===== src/verilog/lpif_pkg.sv =====
// lpif link shared definitions with field widths, link word layout and link state encoding
package lpif_pkg;

  //////////////////////////////////////////////////
  // field widths
  //////////////////////////////////////////////////

  localparam int STATE_W  = 4;
  localparam int PROTID_W = 2;
  localparam int DATA_W   = 64;
  localparam int CRC_W    = 16;

  //////////////////////////////////////////////////
  // lsb of each field in the link word
  //////////////////////////////////////////////////

  localparam int STATE_LSB  = 0;
  localparam int PROTID_LSB = 4;
  localparam int DATA_LSB   = 6;
  // single bit flags sit between and above the wide fields
  localparam int DVALID_LSB = 70;
  localparam int CRC_LSB    = 71;
  localparam int CRCV_LSB   = 87;
  localparam int VALID_LSB  = 88;

  // flit valid is the top bit of the word
  localparam int WORD_W = 89;

  //////////////////////////////////////////////////
  // link state as carried in the state field
  //////////////////////////////////////////////////

  typedef enum logic [STATE_W-1:0] {
    LINK_RESET     = 4'h0,
    LINK_ACTIVE    = 4'h1,
    LINK_IDLE      = 4'h2,
    LINK_L1        = 4'h4,
    LINK_L2        = 4'h5,
    LINK_LINKRESET = 4'h9,
    LINK_RETRAIN   = 4'hb,
    LINK_DISABLED  = 4'hc
  } lpif_state_e;

endpackage


===== src/verilog/lpif_tx_striper.sv =====
// lpif transmit striper that packs upstream flit fields and spreads the link word over lanes
`timescale 1ns/1ps

module lpif_tx_striper import lpif_pkg::*; #(
  parameter int LANES = 4,
  parameter int DEPTH = 4
) (
  input  logic                                       clk,
  input  logic                                       rst,
  input  lpif_state_e                                ustrm_state,
  input  logic [PROTID_W-1:0]                        ustrm_protid,
  input  logic [DATA_W-1:0]                          ustrm_data,
  input  logic                                       ustrm_dvalid,
  input  logic [CRC_W-1:0]                           ustrm_crc,
  input  logic                                       ustrm_crc_valid,
  input  logic                                       ustrm_valid,
  input  logic                                       ustrm_word_valid,
  output logic                                       ustrm_ready,
  input  logic [LANES-1:0]                           lane_credit,
  output logic [LANES-1:0]                           lane_push,
  output logic [LANES*((WORD_W+LANES-1)/LANES)-1:0]  lane_slice
);

  // slice width per lane with the word padded up to a whole number of slices
  localparam int SLICE_W = (WORD_W + LANES - 1) / LANES;
  localparam int CNT_W   = $clog2(DEPTH + 1);

  logic [LANES*SLICE_W-1:0] link_word;
  logic [CNT_W-1:0]         credit_cnt [LANES];
  logic                     accept;

  //////////////////////////////////////////////////
  // word packing
  //////////////////////////////////////////////////

  always_comb begin
    // pad bits above the flit valid stay zero
    link_word                            = '0;
    link_word[STATE_LSB +: STATE_W]      = ustrm_state;
    link_word[PROTID_LSB +: PROTID_W]    = ustrm_protid;
    link_word[DATA_LSB +: DATA_W]        = ustrm_data;
    link_word[DVALID_LSB]                = ustrm_dvalid;
    link_word[CRC_LSB +: CRC_W]          = ustrm_crc;
    link_word[CRCV_LSB]                  = ustrm_crc_valid;
    link_word[VALID_LSB]                 = ustrm_valid;
  end

  //////////////////////////////////////////////////
  // credit tracking and handshake
  //////////////////////////////////////////////////

  // ready only while every lane still has a free slot
  always_comb begin
    ustrm_ready = 1'b1;
    for (int i = 0; i < LANES; i++) begin
      if (credit_cnt[i] == '0) begin
        ustrm_ready = 1'b0;
      end
    end
  end

  assign accept = ustrm_word_valid && ustrm_ready;

  // counters move on acceptance, not on the registered push,
  // so back to back accepts cannot overrun a lane
  always_ff @(posedge clk) begin
    if (rst) begin
      for (int i = 0; i < LANES; i++) begin
        credit_cnt[i] <= CNT_W'(DEPTH);
      end
    end else begin
      for (int i = 0; i < LANES; i++) begin
        case ({accept, lane_credit[i]})
          2'b10:   credit_cnt[i] <= credit_cnt[i] - 1'b1;
          2'b01:   credit_cnt[i] <= credit_cnt[i] + 1'b1;
          // take and return in one cycle cancel out
          default: credit_cnt[i] <= credit_cnt[i];
        endcase
      end
    end
  end

  //////////////////////////////////////////////////
  // registered lane outputs
  //////////////////////////////////////////////////

  // all lanes are pushed together
  always_ff @(posedge clk) begin
    if (rst) begin
      lane_push <= '0;
    end else begin
      lane_push <= {LANES{accept}};
    end
  end

  always_ff @(posedge clk) begin
    if (accept) begin
      lane_slice <= link_word;
    end
  end

endmodule


===== src/verilog/lpif_lane_fifo.sv =====
// lpif lane FIFO that holds one lane's slices and returns a credit for every slot it frees
`timescale 1ns/1ps

module lpif_lane_fifo #(
  parameter int DEPTH   = 4,
  parameter int SLICE_W = 23
) (
  input  logic               clk,
  input  logic               rst,
  input  logic               push,
  input  logic [SLICE_W-1:0] wdata,
  input  logic               pop,
  output logic               avail,
  output logic [SLICE_W-1:0] rdata,
  output logic               credit
);

  // one pointer bit minimum so a single slot FIFO still builds
  localparam int PTR_W = (DEPTH > 1) ? $clog2(DEPTH) : 1;
  localparam int CNT_W = $clog2(DEPTH + 1);

  logic [SLICE_W-1:0] mem [DEPTH];
  logic [PTR_W-1:0]   wr_ptr;
  logic [PTR_W-1:0]   rd_ptr;
  logic [CNT_W-1:0]   count;
  logic               do_pop;

  // sender credit guarantees a push never finds the FIFO full
  assign do_pop = pop && avail;
  assign avail  = (count != '0);
  // head slice shown directly
  assign rdata  = mem[rd_ptr];
  // freed slot reported back in the pop cycle
  assign credit = do_pop;

  //////////////////////////////////////////////////
  // storage
  //////////////////////////////////////////////////

  always_ff @(posedge clk) begin
    if (push) begin
      mem[wr_ptr] <= wdata;
    end
  end

  //////////////////////////////////////////////////
  // pointers and occupancy
  //////////////////////////////////////////////////

  always_ff @(posedge clk) begin
    if (rst) begin
      wr_ptr <= '0;
      rd_ptr <= '0;
      count  <= '0;
    end else begin
      if (push) begin
        wr_ptr <= (wr_ptr == PTR_W'(DEPTH - 1)) ? '0 : wr_ptr + 1'b1;
      end
      if (do_pop) begin
        rd_ptr <= (rd_ptr == PTR_W'(DEPTH - 1)) ? '0 : rd_ptr + 1'b1;
      end
      // simultaneous push and pop leaves occupancy unchanged
      case ({push, do_pop})
        2'b10:   count <= count + 1'b1;
        2'b01:   count <= count - 1'b1;
        default: count <= count;
      endcase
    end
  end

endmodule


===== src/verilog/lpif_rx_merger.sv =====
// lpif receive merger that pops all lanes at once, rebuilds the link word and unpacks the fields
`timescale 1ns/1ps

module lpif_rx_merger import lpif_pkg::*; #(
  parameter int LANES = 4
) (
  input  logic                                       clk,
  input  logic                                       rst,
  input  logic [LANES-1:0]                           lane_avail,
  input  logic [LANES*((WORD_W+LANES-1)/LANES)-1:0]  lane_rdata,
  output logic [LANES-1:0]                           lane_pop,
  input  logic                                       dstrm_ready,
  output logic                                       dstrm_word_valid,
  output lpif_state_e                                dstrm_state,
  output logic [PROTID_W-1:0]                        dstrm_protid,
  output logic [DATA_W-1:0]                          dstrm_data,
  output logic                                       dstrm_dvalid,
  output logic [CRC_W-1:0]                           dstrm_crc,
  output logic                                       dstrm_crc_valid,
  output logic                                       dstrm_valid
);

  localparam int SLICE_W = (WORD_W + LANES - 1) / LANES;

  logic [LANES*SLICE_W-1:0] link_word;
  logic                     all_avail;
  logic                     out_free;
  logic                     do_pop;

  //////////////////////////////////////////////////
  // pop control
  //////////////////////////////////////////////////

  // lane heads already sit in word order with lane 0 lowest
  assign link_word = lane_rdata;
  assign all_avail = &lane_avail;

  // output register is empty or its word leaves this cycle
  assign out_free  = !dstrm_word_valid || dstrm_ready;
  assign do_pop    = all_avail && out_free;
  assign lane_pop  = {LANES{do_pop}};

  //////////////////////////////////////////////////
  // output register
  //////////////////////////////////////////////////

  always_ff @(posedge clk) begin
    if (rst) begin
      dstrm_word_valid <= 1'b0;
    end else if (do_pop) begin
      dstrm_word_valid <= 1'b1;
    end else if (dstrm_ready) begin
      dstrm_word_valid <= 1'b0;
    end
  end

  // fields only load on a pop, so they hold while stalled
  always_ff @(posedge clk) begin
    if (do_pop) begin
      dstrm_state     <= lpif_state_e'(link_word[STATE_LSB +: STATE_W]);
      dstrm_protid    <= link_word[PROTID_LSB +: PROTID_W];
      dstrm_data      <= link_word[DATA_LSB +: DATA_W];
      dstrm_dvalid    <= link_word[DVALID_LSB];
      dstrm_crc       <= link_word[CRC_LSB +: CRC_W];
      dstrm_crc_valid <= link_word[CRCV_LSB];
      dstrm_valid     <= link_word[VALID_LSB];
    end
  end

endmodule


===== src/verilog/lpif_link_top.sv =====
// lpif link top with striper, parallel lane FIFOs and merger on a single clock
`timescale 1ns/1ps

module lpif_link_top import lpif_pkg::*; #(
  parameter int LANES = 4,
  parameter int DEPTH = 4
) (
  input  logic                clk,
  input  logic                rst,
  // upstream flit side
  input  lpif_state_e         ustrm_state,
  input  logic [PROTID_W-1:0] ustrm_protid,
  input  logic [DATA_W-1:0]   ustrm_data,
  input  logic                ustrm_dvalid,
  input  logic [CRC_W-1:0]    ustrm_crc,
  input  logic                ustrm_crc_valid,
  input  logic                ustrm_valid,
  input  logic                ustrm_word_valid,
  output logic                ustrm_ready,
  // downstream flit side
  output lpif_state_e         dstrm_state,
  output logic [PROTID_W-1:0] dstrm_protid,
  output logic [DATA_W-1:0]   dstrm_data,
  output logic                dstrm_dvalid,
  output logic [CRC_W-1:0]    dstrm_crc,
  output logic                dstrm_crc_valid,
  output logic                dstrm_valid,
  output logic                dstrm_word_valid,
  input  logic                dstrm_ready
);

  localparam int SLICE_W = (WORD_W + LANES - 1) / LANES;

  //////////////////////////////////////////////////
  // lane wiring
  //////////////////////////////////////////////////

  logic [LANES-1:0]         lane_push;
  logic [LANES*SLICE_W-1:0] lane_slice;
  logic [LANES-1:0]         lane_credit;
  logic [LANES-1:0]         lane_avail;
  logic [LANES*SLICE_W-1:0] lane_rdata;
  logic [LANES-1:0]         lane_pop;

  lpif_tx_striper #(
    .LANES (LANES),
    .DEPTH (DEPTH)
  ) u_lpif_tx_striper (
    .clk              (clk),
    .rst              (rst),
    .ustrm_state      (ustrm_state),
    .ustrm_protid     (ustrm_protid),
    .ustrm_data       (ustrm_data),
    .ustrm_dvalid     (ustrm_dvalid),
    .ustrm_crc        (ustrm_crc),
    .ustrm_crc_valid  (ustrm_crc_valid),
    .ustrm_valid      (ustrm_valid),
    .ustrm_word_valid (ustrm_word_valid),
    .ustrm_ready      (ustrm_ready),
    .lane_credit      (lane_credit),
    .lane_push        (lane_push),
    .lane_slice       (lane_slice)
  );

  // one FIFO per lane that returns its own credits
  for (genvar i = 0; i < LANES; i++) begin : g_lane
    lpif_lane_fifo #(
      .DEPTH   (DEPTH),
      .SLICE_W (SLICE_W)
    ) u_lpif_lane_fifo (
      .clk    (clk),
      .rst    (rst),
      .push   (lane_push[i]),
      .wdata  (lane_slice[i*SLICE_W +: SLICE_W]),
      .pop    (lane_pop[i]),
      .avail  (lane_avail[i]),
      .rdata  (lane_rdata[i*SLICE_W +: SLICE_W]),
      .credit (lane_credit[i])
    );
  end

  lpif_rx_merger #(
    .LANES (LANES)
  ) u_lpif_rx_merger (
    .clk              (clk),
    .rst              (rst),
    .lane_avail       (lane_avail),
    .lane_rdata       (lane_rdata),
    .lane_pop         (lane_pop),
    .dstrm_ready      (dstrm_ready),
    .dstrm_word_valid (dstrm_word_valid),
    .dstrm_state      (dstrm_state),
    .dstrm_protid     (dstrm_protid),
    .dstrm_data       (dstrm_data),
    .dstrm_dvalid     (dstrm_dvalid),
    .dstrm_crc        (dstrm_crc),
    .dstrm_crc_valid  (dstrm_crc_valid),
    .dstrm_valid      (dstrm_valid)
  );

endmodule


===== config.mk =====
export PLATFORM = sky130hd
export DESIGN_NAME = lpif_link_top
export DESIGN_NICKNAME = d
export VERILOG_FILES = /design/src/verilog/lpif_pkg.sv /design/src/verilog/lpif_tx_striper.sv /design/src/verilog/lpif_lane_fifo.sv /design/src/verilog/lpif_rx_merger.sv /design/src/verilog/lpif_link_top.sv
export SDC_FILE = /design/constraint.sdc
export NUM_CORES = 1
export LEC_CHECK = 0
export ABC_AREA = 1
export ABC_CLOCK_PERIOD_IN_PS = 6100
export BUFFER_PORTS_ARGS = -buffer_cell sky130_fd_sc_hd__buf_2
export CAP_MARGIN = 10
export CELL_PAD_IN_SITES_DETAIL_PLACEMENT = 1
export CELL_PAD_IN_SITES_GLOBAL_PLACEMENT = 1
export CORE_ASPECT_RATIO = 1.5
export CORE_MARGIN = 10
export CORE_UTILIZATION = 24
export CTS_BUF_LIST = sky130_fd_sc_hd__clkbuf_8
export CTS_CLUSTER_SIZE = 40
export DETAILED_ROUTE_END_ITERATION = 6
export PLACE_DENSITY_LB_ADDON = 0.1
export RECOVER_POWER = 25
export REMOVE_ABC_BUFFERS = 1
export SYNTH_ARGS = -nofsm -noshare
export SYNTH_HDL_FRONTEND = slang
export SYNTH_SLANG_ARGS = --single-unit
export TNS_END_PERCENT = 1

===== constraint.sdc =====
create_clock -name clk -period 6.1 [get_ports clk]
set_input_delay 0.915 -clock clk [delete_from_list [all_inputs] [get_ports clk]]
set_output_delay 0.915 -clock clk [all_outputs]
set_load 0.02 [all_outputs]

==> qor.json, run 1 <==
{
  "synth_cells": {"value": 1358},
  "via_count": {"value": 11950},
  "achievable-frequency": {"value": 323.2, "unit": "MHz"},
  "dieArea": {"value": 100400, "unit": "um2"},
  "worst_path_most_repeated_cell": {"value": "ha_1"},
  "top_level_ports": {"value": 184},
  "rows": {"value": 133},
  "synth_area_leaders": {"value": "edfxtp_1, o21ai_0, nor2_1, dfxtp_1, o22ai_1"},
  "grt_setup_unrepaired": {"value": "no"},
  "regToRegSetupSlack": {"value": 3010, "unit": "ps"},
  "async_flop_share": {"value": 0, "unit": "%"},
  "drcViolationCount": {"value": 0},
  "fin_worst_hold_slack": {"value": 335.3, "unit": "ps"},
  "synth_flop_cell": {"value": "edfxtp_1"},
  "post-cts-setup-buffer-count": {"value": 0},
  "post_drt_wl_per_cell": {"value": 19.57, "unit": "um"},
  "p_leak": {"value": 8.844, "unit": "nW"},
  "drt.antenna.violating_nets": {"value": 0},
  "synth.top_cell.area_share": {"value": 77.76, "unit": "%"},
  "synth_largest_area_cell": {"value": "edfxtp_1"},
  "worstHoldEndpoint": {"value": "u_lpif_tx_striper.lane_slice[43]"},
  "io_buffers": {"value": 183},
  "cts_repair_resizes": {"value": 0},
  "dp_hpwl": {"value": 30.69, "unit": "mm"},
  "final_cell_mix": {"value": "edfxtp_1, nor2_1, o21ai_0, buf_2, clkbuf_8"},
  "p_per_cell_area": {"value": 338.5, "unit": "nW/um2"},
  "synth-seq-area-share": {"value": 80.61, "unit": "%"},
  "hold_viol_final": {"value": 0},
  "timing.hold.worst_path_depth": {"value": 1},
  "cts_buffer_depth": {"value": 3},
  "worst_setup_hold_path_clk_slew": {"value": 70, "unit": "ps"},
  "finish.utilization": {"value": 28.98, "unit": "%"},
  "synthesis.area_per_instance": {"value": 15.53, "unit": "um2"},
  "placeableCoreArea": {"value": 87370, "unit": "um2"},
  "cts_inserted_buffers": {"value": 97},
  "delay_of_the_slowest_critical_path_stage": {"value": 610, "unit": "ps"},
  "timing.critical_path.fanout_max": {"value": 57},
  "layout_commonest_cell": {"value": "edfxtp_1"},
  "layout-drive-gt1-share": {"value": 20.14, "unit": "%"},
  "starting_utilization_of_the_core_area": {"value": 24.13, "unit": "%"},
  "drt-vias-per-instance": {"value": 4.221},
  "floorplan.die.width": {"value": 262.0, "unit": "um"},
  "final.min_clock_period": {"value": 3094, "unit": "ps"},
  "pre_cts_slack": {"value": 2819, "unit": "ps"},
  "timing.max_slew.rel_slack": {"value": 30.00, "unit": "%"},
  "crit_path_end_kind": {"value": "flip-flop"},
  "worst_r2r_path_depth": {"value": 9},
  "cts_tree": {"value": "done"},
  "finalSetupViolations": {"value": 0},
  "crit_path_start_kind": {"value": "flip-flop"},
  "timing.max_cap.violations": {"value": 0},
  "crit-reg2reg-launch": {"value": "u_lpif_tx_striper.credit_cnt[0][9]"},
  "cp.arrival": {"value": 3460, "unit": "ps"},
  "final_critical_path_setup_slack": {"value": 3006, "unit": "ps"},
  "grt.total_usage": {"value": 11.06, "unit": "%"},
  "detail_route.wirelength": {"value": 55.40, "unit": "mm"},
  "drtIter0Drc": {"value": 511},
  "critPathKind": {"value": "flip-flop to flip-flop"},
  "gp_routability_congestion": {"value": 0.6503},
  "synth_cell_type_count": {"value": 29},
  "layout.filler_cells": {"value": 9299},
  "cts_root_buffer": {"value": "clkbuf_8"},
  "maximum_number_of_pins_on_one_net_before_global_route_repair": {"value": 58},
  "area.growth.synth_to_final": {"value": 20.07, "unit": "%"},
  "grt_remaining_overflow": {"value": 0},
  "yosysWarningCount": {"value": 0},
  "drtPass1Iterations": {"value": 5},
  "timing_max_transition_violations_final": {"value": 0},
  "critical-path-slowest-cell": {"value": "inv_6"},
  "min_from": {"value": "ustrm_data[37]"},
  "ff_latch_area": {"value": 17000, "unit": "um2"},
  "area_used_by_multi_input_combinational_logic": {"value": 3552, "unit": "um2"},
  "worst_vdd_rail_ir_drop": {"value": 0.0001530, "unit": "V"},
  "timing.final.crit_share": {"value": 50.72, "unit": "%"},
  "required": {"value": 6470, "unit": "ps"},
  "antenna_found_initial": {"value": 4},
  "worst_slew_pin_slew": {"value": 1050, "unit": "ps"},
  "synth_seq_cells": {"value": 576},
  "cts.sink_count": {"value": 576},
  "nets": {"value": 1738},
  "reg2reg_to": {"value": "u_lpif_tx_striper.credit_cnt[0][4]"},
  "cts.hold.buffers_added": {"value": 0},
  "status": {"value": "complete, no violations"},
  "setup-tns-final": {"value": 0, "unit": "ps"},
  "synth_enable_flop_cells": {"value": 546},
  "die_height": {"value": 383.0, "unit": "um"},
  "fin_skew": {"value": 34.90, "unit": "ps"},
  "worstPathCellList": {"value": "inv_1, ha_1, ha_1, nor3_2, nand2_1, inv_6, ha_1, o31ai_1, o21ai_0"},
  "grt_first_pass_wirelength": {"value": 83.17, "unit": "mm"},
  "hold_path.class": {"value": "input pin to flip-flop"},
  "insertion_delay": {"value": 750, "unit": "ps"},
  "via_count_of_the_first_global_routing_pass": {"value": 13050},
  "netlist_area": {"value": 21090, "unit": "um2"},
  "clock_tree.htree_level_count": {"value": 3}
}
-- critical path, delay by kind of cell (launching register included) --
kind / cells / cell delay (ps)
and+or+nand+nor: 2 / 490
buffers and inverters: 2 / 670
AOI/OAI and AO/OA: 2 / 560
DFF: 1 / 380
adders and majority gates: 3 / 640
-- registers in the layout, summed over array words and instances (netlist names) --
register,cells
g_lane.u_lpif_lane_fifo.mem,356
u_lpif_tx_striper.lane_slice,89
u_lpif_rx_merger.dstrm_data,64
u_lpif_rx_merger.dstrm_crc,16
g_lane.u_lpif_lane_fifo.count,12
u_lpif_tx_striper.credit_cnt,12
g_lane.u_lpif_lane_fifo.rd_ptr,8
g_lane.u_lpif_lane_fifo.wr_ptr,8
u_lpif_rx_merger.dstrm_state,4
u_lpif_rx_merger.dstrm_protid,2
u_lpif_rx_merger.dstrm_crc_valid,1
u_lpif_rx_merger.dstrm_dvalid,1
u_lpif_rx_merger.dstrm_valid,1
u_lpif_rx_merger.dstrm_word_valid,1
u_lpif_tx_striper.lane_push,1
-- worst max path at each step --
stage,start,end,cells after the start
finish,u_lpif_tx_striper.credit_cnt[0][9],u_lpif_tx_striper.credit_cnt[0][4],9
floorplan,u_lpif_tx_striper.credit_cnt[0][9],u_lpif_tx_striper.credit_cnt[0][0],9
global route,u_lpif_tx_striper.credit_cnt[0][9],u_lpif_tx_striper.credit_cnt[0][1],9
CTS,u_lpif_tx_striper.credit_cnt[0][9],u_lpif_tx_striper.credit_cnt[0][3],9
detailed placement,dstrm_ready,u_lpif_tx_striper.credit_cnt[0][5],11
global placement,dstrm_ready,u_lpif_tx_striper.credit_cnt[0][5],11
-- area by class of cell --
cell class	instances	area share, %
antenna	1	0.009884
clock buffer	99	5.382
clock inverter	80	2.540
inverter	66	1.008
multi-input combinational	654	14.03
sequential	576	67.15
tap	1147	5.668
timing repair buffer	208	4.211
-- logic make-up after synthesis --
kind of cell    Yosys count  share of synthesized area (%)
buf+inv                 128                          2.546
compound gates          330                          8.521
simple gates            277                          5.376
fa+ha+maj                42                          2.741
flops                   576                          80.61
xor+xnor                  5                         0.2077
-- through the flow --
| stage | total power [W] | cells | cell area, um2 |
|---|---|---|---|
| floorplan | 0.004878 | 1296 | 20800 |
| global placement | 0.005056 | 2651 | 23350 |
| detailed placement | 0.005068 | 2651 | 23350 |
| CTS | 0.008787 | 2830 | 25350 |
| global route | 0.008987 | 2831 | 25320 |
| finish | 0.008570 | 2831 | 25320 |
-- synthesized netlist by cell type (5+ instances only) --
cell / instances
a21oi_2: 7
nor2_1: 214
dfxtp_1: 30
buf_2: 32
nand2_1: 37
ha_1: 35
inv_2: 12
o21ai_1: 18
inv_1: 54
clkbuf_1: 29
nor3_1: 5
edfxtp_1: 546
o22ai_1: 89
fa_1: 7
a21oi_1: 28
o21ai_0: 185
-- where the power goes --
part           internal, W  switching, W  total [W]
clock network      0.00196       0.00166    0.00361
logic            0.0000904      0.000218   0.000308
registers          0.00456     0.0000948    0.00465
-- routing by layer --
| layer | part of all wire, % | up-vias | wire length [um] | GRT usage, % |
|---|---|---|---|---|
| met5 | 0.049 | - | 27 | 0 |
| met4 | 2.9 | 4 | 1624 | 5.043 |
| met3 | 4.9 | 107 | 2694 | 2.360 |
| met2 | 52 | 258 | 28640 | 19.52 |
| met1 | 40 | 6048 | 22410 | 12.53 |
| li1 | - | 5533 | - | - |
Power figures use the tool's default switching activity.
==> inputs of run 2 (changes only) <==
Settings changed: ABC_CLOCK_PERIOD_IN_PS 6100 to 3250.
Clock period 6.1 ns to 3.25 ns, I/O delays scaled along.
==> run 2 against run 1 <==
Wire length up 0.34%. Total power up 85%. Utilization up 1.0 points. Fmax up 12%. Non-clock buffer count up 102. Sequential power up 88%. Cell area up 3.5%. Sequential cell count unchanged. First-iteration DRC count unchanged. Sequential share of layout area down 2.2 points. Global-route usage up 0.066 points. Combinational power up 120%. Critical path type unchanged.
==> qor.json, run 2 (synthesis gave the netlist of run 1 again) <==
{
  "cts_root_buffer": {"value": "clkbuf_8"},
  "p_switching": {"value": 0.003605, "unit": "W", "change": "+83%"},
  "post_drt_wl_per_cell": {"value": 18.98, "unit": "um", "change": "-3.0%"},
  "timing.max_slew.rel_slack": {"value": 34.88, "unit": "%", "change": "+4.9 points"},
  "cts_tree": {"value": "done"},
  "starting_utilization_of_the_core_area": {"value": 24.13, "unit": "%", "change": "unchanged"},
  "final.min_clock_period": {"value": 2756, "unit": "ps", "change": "-337.2 ps"},
  "worst_setup_hold_path_clk_slew": {"value": 60, "unit": "ps", "change": "about the same"},
  "grt.total_usage": {"value": 11.13, "unit": "%", "change": "+0.066 points"},
  "rows": {"value": 133, "change": "unchanged"},
  "power.combinational.fraction": {"value": 4.3, "unit": "%", "change": "+0.7 points"},
  "floorplan.die.width": {"value": 262.0, "unit": "um", "change": "unchanged"},
  "largest-register": {"value": "g_lane.u_lpif_lane_fifo.mem"},
  "crit_path_start_kind": {"value": "flip-flop"},
  "pre_cts_slack": {"value": 501.0, "unit": "ps", "change": "-2318 ps"},
  "placeableCoreArea": {"value": 87370, "unit": "um2", "change": "unchanged"},
  "status": {"value": "complete, no violations"},
  "gp_routability_congestion": {"value": 0.6807, "change": "+4.7%"},
  "top_level_ports": {"value": 184, "change": "unchanged"},
  "intPower": {"value": 0.01224, "unit": "W", "change": "+85%"},
  "detail_route.wirelength": {"value": 55.59, "unit": "mm", "change": "+0.34%"},
  "drcViolationCount": {"value": 0, "change": "unchanged"},
  "area.growth.synth_to_final": {"value": 24.23, "unit": "%"},
  "achievable-frequency": {"value": 362.8, "unit": "MHz", "change": "+12%"},
  "timing.max_cap.violations": {"value": 0, "change": "unchanged"},
  "largest_regs": {"value": "g_lane.u_lpif_lane_fifo.mem (356), u_lpif_tx_striper.lane_slice (89), u_lpif_rx_merger.dstrm_data (64)"},
  "grt_remaining_overflow": {"value": 0, "change": "unchanged"},
  "largest_register_ff_count": {"value": 356, "change": "unchanged"},
  "p_per_cell_area": {"value": 604.8, "unit": "nW/um2", "change": "+79%"},
  "power.total": {"value": 0.01584, "unit": "W", "change": "+85%"},
  "drt.antenna.violating_nets": {"value": 0, "change": "unchanged"},
  "finalSetupViolations": {"value": 0, "change": "unchanged"},
  "hold_path.class": {"value": "input pin to flip-flop"},
  "p_leak": {"value": 9.229, "unit": "nW", "change": "+4.4%"},
  "io_buffers": {"value": 183, "change": "unchanged"},
  "cts_buffer_depth": {"value": 3, "change": "unchanged"},
  "grt_setup_unrepaired": {"value": "no"},
  "hold_viol_final": {"value": 0, "change": "unchanged"},
  "die_height": {"value": 383.0, "unit": "um", "change": "unchanged"},
  "antenna_found_initial": {"value": 2, "change": "-2"},
  "grt_first_pass_wirelength": {"value": 84.01, "unit": "mm", "change": "+1.0%"},
  "dieArea": {"value": 100400, "unit": "um2", "change": "unchanged"},
  "layout_commonest_cell": {"value": "edfxtp_1"},
  "share_clk_of_total_power": {"value": 40.6, "unit": "%", "change": "-1.5 points"},
  "post-cts-setup-buffer-count": {"value": 0, "change": "unchanged"},
  "drt-vias-per-instance": {"value": 4.167, "change": "-1.3%"},
  "final_cell_mix": {"value": "edfxtp_1, nor2_1, o21ai_0, buf_2, clkbuf_8"},
  "worst_vdd_rail_ir_drop": {"value": 0.0002849, "unit": "V", "change": "+86%"},
  "layout.filler_cells": {"value": 9281, "change": "-0.19%"},
  "layout.cells.non_filler": {"value": 2928, "change": "+3.4%"},
  "timing_max_transition_violations_final": {"value": 0, "change": "unchanged"},
  "nets": {"value": 1839, "change": "+5.8%"},
  "timing.final.crit_share": {"value": 84.81, "unit": "%", "change": "+34 points"},
  "crit_path_end_kind": {"value": "flip-flop"},
  "cts_inserted_buffers": {"value": 96, "change": "-1.0%"},
  "critPathKind": {"value": "flip-flop to flip-flop"},
  "number_of_cells_in_the_design_after_placement": {"value": 2664, "change": "+0.49%"},
  "p_sw_share": {"value": 22.75, "unit": "%", "change": "-0.21 points"},
  "worst_slew_pin_slew": {"value": 975.7, "unit": "ps", "change": "-74.30 ps"},
  "fin_skew": {"value": 30.08, "unit": "ps", "change": "-4.823 ps"},
  "via_count": {"value": 12200, "change": "+2.1%"},
  "clock_tree.htree_level_count": {"value": 3, "change": "unchanged"},
  "final_critical_path_setup_slack": {"value": 493.6, "unit": "ps", "change": "-2513 ps"},
  "insertion_delay": {"value": 740, "unit": "ps", "change": "about the same"},
  "maximum_number_of_pins_on_one_net_before_global_route_repair": {"value": 50, "change": "-14%"},
  "layout-drive-gt1-share": {"value": 19.21, "unit": "%", "change": "-0.93 points"},
  "drtPass1Iterations": {"value": 4, "change": "-1"},
  "required": {"value": 3670, "unit": "ps", "change": "-2800 ps"},
  "timing.critical_path.fanout_max": {"value": 6, "change": "-89%"},
  "via_count_of_the_first_global_routing_pass": {"value": 13760, "change": "+5.4%"},
  "dp_hpwl": {"value": 31.42, "unit": "mm", "change": "+2.4%"},
  "cts.sink_count": {"value": 576, "change": "unchanged"},
  "cp.arrival": {"value": 3180, "unit": "ps", "change": "-280 ps"},
  "share_seq_of_total_power": {"value": 55.0, "unit": "%", "change": "+0.7 points"},
  "drtIter0Drc": {"value": 511, "change": "unchanged"}
}
-- run 2: cell count changes in the layout (fill, tap and decap cells not counted), sizes merged, moves of 3 or more --
cell	delta
buf	+6
bufinv	-3
clkinv	-4
clkbuf	+9
dlygate4sd3	+89
-- run 2: per-layer routing --
metal  share of wire [%]  track usage [%]  up-vias
li1                    -                -     5738
met1                  41            12.47     6147
met2                  52            19.81      225
met3                 4.6            2.373       89
met4                 2.7            5.054        2
met5               0.036                0        -
-- run 2: final cells by class --
class	count	area, um2	area share (%)
diodes	1	2.502	0.009553
clock buffers	101	1390	5.307
clock inverters	73	500.5	1.911
inverters	66	255.2	0.9744
multi-input cells	654	3552	13.56
flip-flops and latches	576	17000	64.90
well taps	1147	1435	5.479
repair buffers	310	2058	7.857
-- run 2: worst max-delay path, stage by stage, from the launching register on --
cell	delay, ps
edfxtp_1	380
inv_1	60
ha_1	190
ha_1	200
nor3_2	230
nand2_1	270
ha_1	400
o31ai_1	450
o21ai_0	270
-- run 2: power by group through the flow --
| stage | sequential [W] | combinational [W] | clock (W) |
|---|---|---|---|
| after CTS | 0.00872 | 0.000733 | 0.00679 |
| after detailed placement | 0.00888 | 0.000644 | 0 |
| after global routing | 0.00876 | 0.000784 | 0.00708 |
| after global placement | 0.00886 | 0.000638 | 0 |
| final | 0.00872 | 0.000689 | 0.00644 |
| after floorplan | 0.00883 | 0.000327 | 0 |
-- run 2: what timing repair did --
item / in CTS / in global routing
hold buffers: 89 / 0
hold endpoints to repair: 89 / 0
gates resized for setup: 0 / 0
-- run 2: worst paths after layout --
path / start / slack [ps] / end / cells past startpoint
worst max-delay path: u_lpif_tx_striper.credit_cnt[0][9] / 490 / u_lpif_tx_striper.credit_cnt[0][0] / 8
worst min-delay path: rst / 140 / g_lane[0].u_lpif_lane_fifo.count[1] / 2
worst max register to register: u_lpif_tx_striper.credit_cnt[0][9] / 490 / u_lpif_tx_striper.credit_cnt[0][0] / 8
worst min register to register: g_lane[2].u_lpif_lane_fifo.count[2] / 470 / g_lane[2].u_lpif_lane_fifo.count[2] / 2
-- run 2: metrics by stage --
step,util (%),instance area (um2),TNS (ps),hold WS [ps]
after floorplan,-,20800,-57550,440.1
after global placement,26.85,23460,0,453.6
after detailed placement,26.85,23460,0,465.6
after CTS,30.03,26240,0,41.74
after global routing,29.98,26200,0,100.3
final,29.98,26200,0,135.3
==> inputs of run 3 (changes only) <==
Settings changed: ABC_AREA 1 to 0, ABC_CLOCK_PERIOD_IN_PS 3250 to 2300.
Clock period 3.25 ns to 2.3 ns, I/O delays scaled along.
==> run 3 against run 2 <==
The flow now finishes with violations (negative setup slack). Synthesized area down 0.45%. Via count down 15%. Clock skew up 37 ps. Critical path type unchanged. Largest cell class unchanged. Largest power group unchanged. Highest routed layer unchanged.
==> qor.json, run 3 <==
{
  "grt_remaining_overflow": {"value": 0, "change": "unchanged"},
  "grt.total_usage": {"value": 10.33, "unit": "%", "change": "-0.80 points"},
  "dp_hpwl": {"value": 30.46, "unit": "mm", "change": "-3.0%"},
  "share_seq_of_total_power": {"value": 54.5, "unit": "%", "change": "-0.5 points"},
  "number_of_cells_in_the_design_after_placement": {"value": 2315, "change": "-13%"},
  "yosysWarningCount": {"value": 0, "change": "unchanged"},
  "violations": {"value": "negative setup slack"},
  "worstHoldEndpoint": {"value": "u_lpif_tx_striper.credit_cnt[0][11]"},
  "regToRegSetupSlack": {"value": -150, "unit": "ps", "change": "-640 ps"},
  "final_cell_mix": {"value": "edfxtp_1, buf_2, clkbuf_8, dlygate4sd3_1, mux4_2"},
  "min_from": {"value": "rst"},
  "timing.max_slew.rel_slack": {"value": 67.51, "unit": "%", "change": "+33 points"},
  "power.total": {"value": 0.02256, "unit": "W", "change": "+42%"},
  "cts_tree": {"value": "done"},
  "drt-vias-per-instance": {"value": 3.995, "change": "-4.1%"},
  "top_count_cell_post_synth": {"value": "edfxtp_1"},
  "status": {"value": "complete, but fails checks"},
  "synth_area_leaders": {"value": "edfxtp_1, mux4_2, dfxtp_1, ha_1, fa_1"},
  "io_buffers": {"value": 183, "change": "unchanged"},
  "achievable-frequency": {"value": 408.5, "unit": "MHz", "change": "+13%"},
  "top_level_ports": {"value": 184, "change": "unchanged"},
  "starting_utilization_of_the_core_area": {"value": 24.26, "unit": "%", "change": "+0.12 points"},
  "dieArea": {"value": 99940, "unit": "um2", "change": "-0.42%"},
  "synth-seq-area-share": {"value": 80.97, "unit": "%", "change": "+0.36 points"},
  "worst_setup_hold_path_clk_slew": {"value": 70, "unit": "ps", "change": "about the same"},
  "area_used_by_multi_input_combinational_logic": {"value": 3842, "unit": "um2", "change": "+8.2%"},
  "worst_r2r_path_depth": {"value": 12, "change": "+4"},
  "grt_first_pass_wirelength": {"value": 76.29, "unit": "mm", "change": "-9.2%"},
  "synth_enable_flop_cells": {"value": 546, "change": "unchanged"},
  "largest_regs": {"value": "g_lane.u_lpif_lane_fifo.mem (356), u_lpif_tx_striper.lane_slice (89), u_lpif_rx_merger.dstrm_data (64)"},
  "hold_viol_final": {"value": 0, "change": "unchanged"},
  "nets": {"value": 1506, "change": "-18%"},
  "cts_inserted_buffers": {"value": 99, "change": "+3.1%"},
  "grt_setup_unrepaired": {"value": "yes"},
  "floorplan.die.width": {"value": 261.5, "unit": "um", "change": "-0.20%"},
  "timing.hold.worst_path_depth": {"value": 2, "change": "unchanged"},
  "crit-reg2reg-launch": {"value": "u_lpif_tx_striper.credit_cnt[0][9]"},
  "via_count_of_the_first_global_routing_pass": {"value": 11970, "change": "-13%"},
  "category_of_cells_accounting_for_the_largest_share_of_critical_path_delay": {"value": "adder cells"},
  "fin_skew": {"value": 66.93, "unit": "ps", "change": "+36.86 ps"},
  "critical-path-slowest-cell": {"value": "edfxtp_1"},
  "maximum_number_of_pins_on_one_net_before_global_route_repair": {"value": 61, "change": "+22%"},
  "fin_worst_hold_slack": {"value": 152.0, "unit": "ps", "change": "+16.64 ps"},
  "share_clk_of_total_power": {"value": 40.1, "unit": "%", "change": "-0.5 points"},
  "p_per_cell_area": {"value": 838.0, "unit": "nW/um2", "change": "+39%"},
  "timing_max_transition_violations_final": {"value": 0, "change": "unchanged"},
  "layout.filler_cells": {"value": 8912, "change": "-4.0%"},
  "hold_path.class": {"value": "input pin to flip-flop"},
  "cts.sink_count": {"value": 576, "change": "unchanged"},
  "worstPathCellList": {"value": "inv_1, ha_2, ha_4, nor4_4, nand2_4, ha_4, nand2b_1, fa_2, xnor2_2, nor3_2, a21oi_1, or2_2"},
  "reg2reg_to": {"value": "u_lpif_tx_striper.credit_cnt[0][8]"},
  "worst_vdd_rail_ir_drop": {"value": 0.0004169, "unit": "V", "change": "+46%"},
  "timing.critical_path.fanout_max": {"value": 4, "change": "-2"},
  "drt.antenna.violating_nets": {"value": 0, "change": "unchanged"},
  "die_height": {"value": 382.2, "unit": "um", "change": "-0.21%"},
  "synthesis.area_per_instance": {"value": 22.40, "unit": "um2", "change": "+44%"},
  "cp.arrival": {"value": 2920, "unit": "ps", "change": "-260 ps"},
  "worst_slew_pin_slew": {"value": 487.4, "unit": "ps", "change": "-488.3 ps"},
  "required": {"value": 2770, "unit": "ps", "change": "-900 ps"},
  "final_critical_path_setup_slack": {"value": -148.0, "unit": "ps", "change": "-641.5 ps"},
  "intPower": {"value": 0.01728, "unit": "W", "change": "+41%"},
  "timing.max_cap.violations": {"value": 0, "change": "unchanged"},
  "insertion_delay": {"value": 770, "unit": "ps", "change": "+30 ps"},
  "antenna_found_initial": {"value": 7, "change": "+5"},
  "area.growth.synth_to_final": {"value": 28.24, "unit": "%"},
  "via_count": {"value": 10340, "change": "-15%"},
  "rows": {"value": 132, "change": "-0.75%"},
  "synth_seq_cells": {"value": 576, "change": "unchanged"},
  "async_flop_share": {"value": 0, "unit": "%", "change": "unchanged"},
  "crit_path_start_kind": {"value": "flip-flop"},
  "finalSetupViolations": {"value": 5, "change": "+5"},
  "netlist_area": {"value": 20990, "unit": "um2", "change": "-0.45%"},
  "synth_cell_type_count": {"value": 39, "change": "+34%"},
  "cts_root_buffer": {"value": "clkbuf_8"},
  "power.combinational.fraction": {"value": 5.4, "unit": "%", "change": "+1.1 points"},
  "largest-register": {"value": "g_lane.u_lpif_lane_fifo.mem"},
  "synth_cells": {"value": 937, "change": "-31%"},
  "drtPass1Iterations": {"value": 4, "change": "unchanged"},
  "critPathKind": {"value": "flip-flop to flip-flop"},
  "worst_path_most_repeated_cell": {"value": "ha_4"},
  "p_leak": {"value": 8.968, "unit": "nW", "change": "-2.8%"},
  "synth_largest_area_cell": {"value": "edfxtp_1"},
  "largest_register_ff_count": {"value": 356, "change": "unchanged"},
  "synth.top_cell.area_share": {"value": 78.11, "unit": "%", "change": "+0.35 points"},
  "layout.cells.non_filler": {"value": 2588, "change": "-12%"},
  "timing.final.crit_share": {"value": 106.4, "unit": "%", "change": "+22 points"},
  "placeableCoreArea": {"value": 86540, "unit": "um2", "change": "-0.94%"},
  "p_switching": {"value": 0.005277, "unit": "W", "change": "+46%"},
  "synth_flop_cell": {"value": "edfxtp_1"},
  "clock_tree.htree_level_count": {"value": 3, "change": "unchanged"},
  "p_sw_share": {"value": 23.39, "unit": "%", "change": "+0.64 points"},
  "drtIter0Drc": {"value": 452, "change": "-12%"},
  "drcViolationCount": {"value": 0, "change": "unchanged"},
  "final.min_clock_period": {"value": 2448, "unit": "ps", "change": "-308.5 ps"},
  "crit_buf_inv": {"value": 1, "change": "unchanged"},
  "detail_route.wirelength": {"value": 50.96, "unit": "mm", "change": "-8.3%"},
  "gp_routability_congestion": {"value": 0.6672, "change": "-2.0%"},
  "layout_commonest_cell": {"value": "edfxtp_1"},
  "crit_path_end_kind": {"value": "flip-flop"},
  "synth.top_cells.by_count": {"value": "edfxtp_1, mux4_2, ha_1"},
  "post_drt_wl_per_cell": {"value": 19.69, "unit": "um", "change": "+3.7%"},
  "setup-tns-final": {"value": -415.5, "unit": "ps", "change": "-415.5 ps"},
  "layout-drive-gt1-share": {"value": 36.74, "unit": "%", "change": "+18 points"},
  "cts_buffer_depth": {"value": 3, "change": "unchanged"},
  "delay_of_the_slowest_critical_path_stage": {"value": 380, "unit": "ps", "change": "-70 ps"},
  "ff_latch_area": {"value": 17010, "unit": "um2", "change": "about the same"}
}
[run 3: power groups by stage]
| stage | combinational, W | clock, W | sequential, W |
|---|---|---|---|
| floorplan | 0.000494 | 0 | 0.0125 |
| global placement | 0.00106 | 0 | 0.0125 |
| detailed placement | 0.00107 | 0 | 0.0125 |
| CTS | 0.00123 | 0.00957 | 0.0123 |
| global route | 0.00137 | 0.00998 | 0.0123 |
| finish | 0.00122 | 0.00904 | 0.0123 |
[run 3: metal layers]
layer	vias up	GRT usage, %	wire [um]
met2	243	17.84	26270
li1	4659	-	-
met1	5322	11.49	20190
met3	102	3.128	3037
met5	-	0	74
met4	12	4.676	1398
[run 3: cell type report]
cell class	count	area share, %
Clock buffer	99	5.062
Sequential cell	576	63.17
Multi-Input combinational cell	297	14.27
Clock inverter	79	1.906
Timing Repair Buffer	368	9.868
Tap cell	1139	5.294
Antenna cell	1	0.009296
Inverter	29	0.4137
[run 3: repair_timing]
item / CTS / global route
endpoints found under the hold margin: 90 / 0
hold buffers: 90 / 0
endpoints found under the setup margin: 91 / 28
pin swaps: 4 / 15
setup buffers: 2 / 3
resized for setup: 22 / 34
[run 3: through the flow]
stage	utilization (%)	setup WS [ps]	instance area (um2)
after floorplan	-	-5104	20700
after global placement	27.61	-493.3	23900
after detailed placement	27.61	-574.2	23900
after CTS	30.96	-217.5	26790
after global routing	31.11	-256.0	26920
final	31.11	-148.0	26920
[run 3: how the worst max path moves through the flow]
stage / endpoint / slack [ps] / cells after the start / startpoint
after CTS: u_lpif_tx_striper.credit_cnt[0][2] / -220 / 12 / u_lpif_tx_striper.credit_cnt[0][9]
final: u_lpif_tx_striper.credit_cnt[0][8] / -150 / 12 / u_lpif_tx_striper.credit_cnt[0][9]
after floorplan: u_lpif_rx_merger.dstrm_crc[0] / -5100 / 2 / u_lpif_rx_merger.dstrm_word_valid
after global routing: u_lpif_tx_striper.credit_cnt[0][8] / -260 / 12 / u_lpif_tx_striper.credit_cnt[0][9]
after global placement: u_lpif_tx_striper.credit_cnt[0][2] / -490 / 12 / u_lpif_tx_striper.credit_cnt[0][9]
after detailed placement: u_lpif_tx_striper.credit_cnt[0][8] / -570 / 12 / u_lpif_tx_striper.credit_cnt[0][9]
[run 3: worst register-to-register path: cells and delay by family (launching register included)]
| kind | cells | cell delay (ps) |
|---|---|---|
| xor+xnor | 1 | 150 |
| flops | 1 | 380 |
| simple gates | 5 | 690 |
| fa+ha+maj | 4 | 840 |
| buf+inv | 1 | 70 |
| compound gates | 1 | 50 |
[run 3: cell families after synthesis]
family	after synthesis	share of synthesized area (%)
XOR/XNOR	12	0.5007
buffers and inverters	64	1.895
multiplexers	93	9.740
AND/OR/NAND/NOR	104	2.569
adder cells (fa/ha/maj)	42	2.754
flip-flops	576	80.97
AO/OA/AOI/OAI	46	1.574
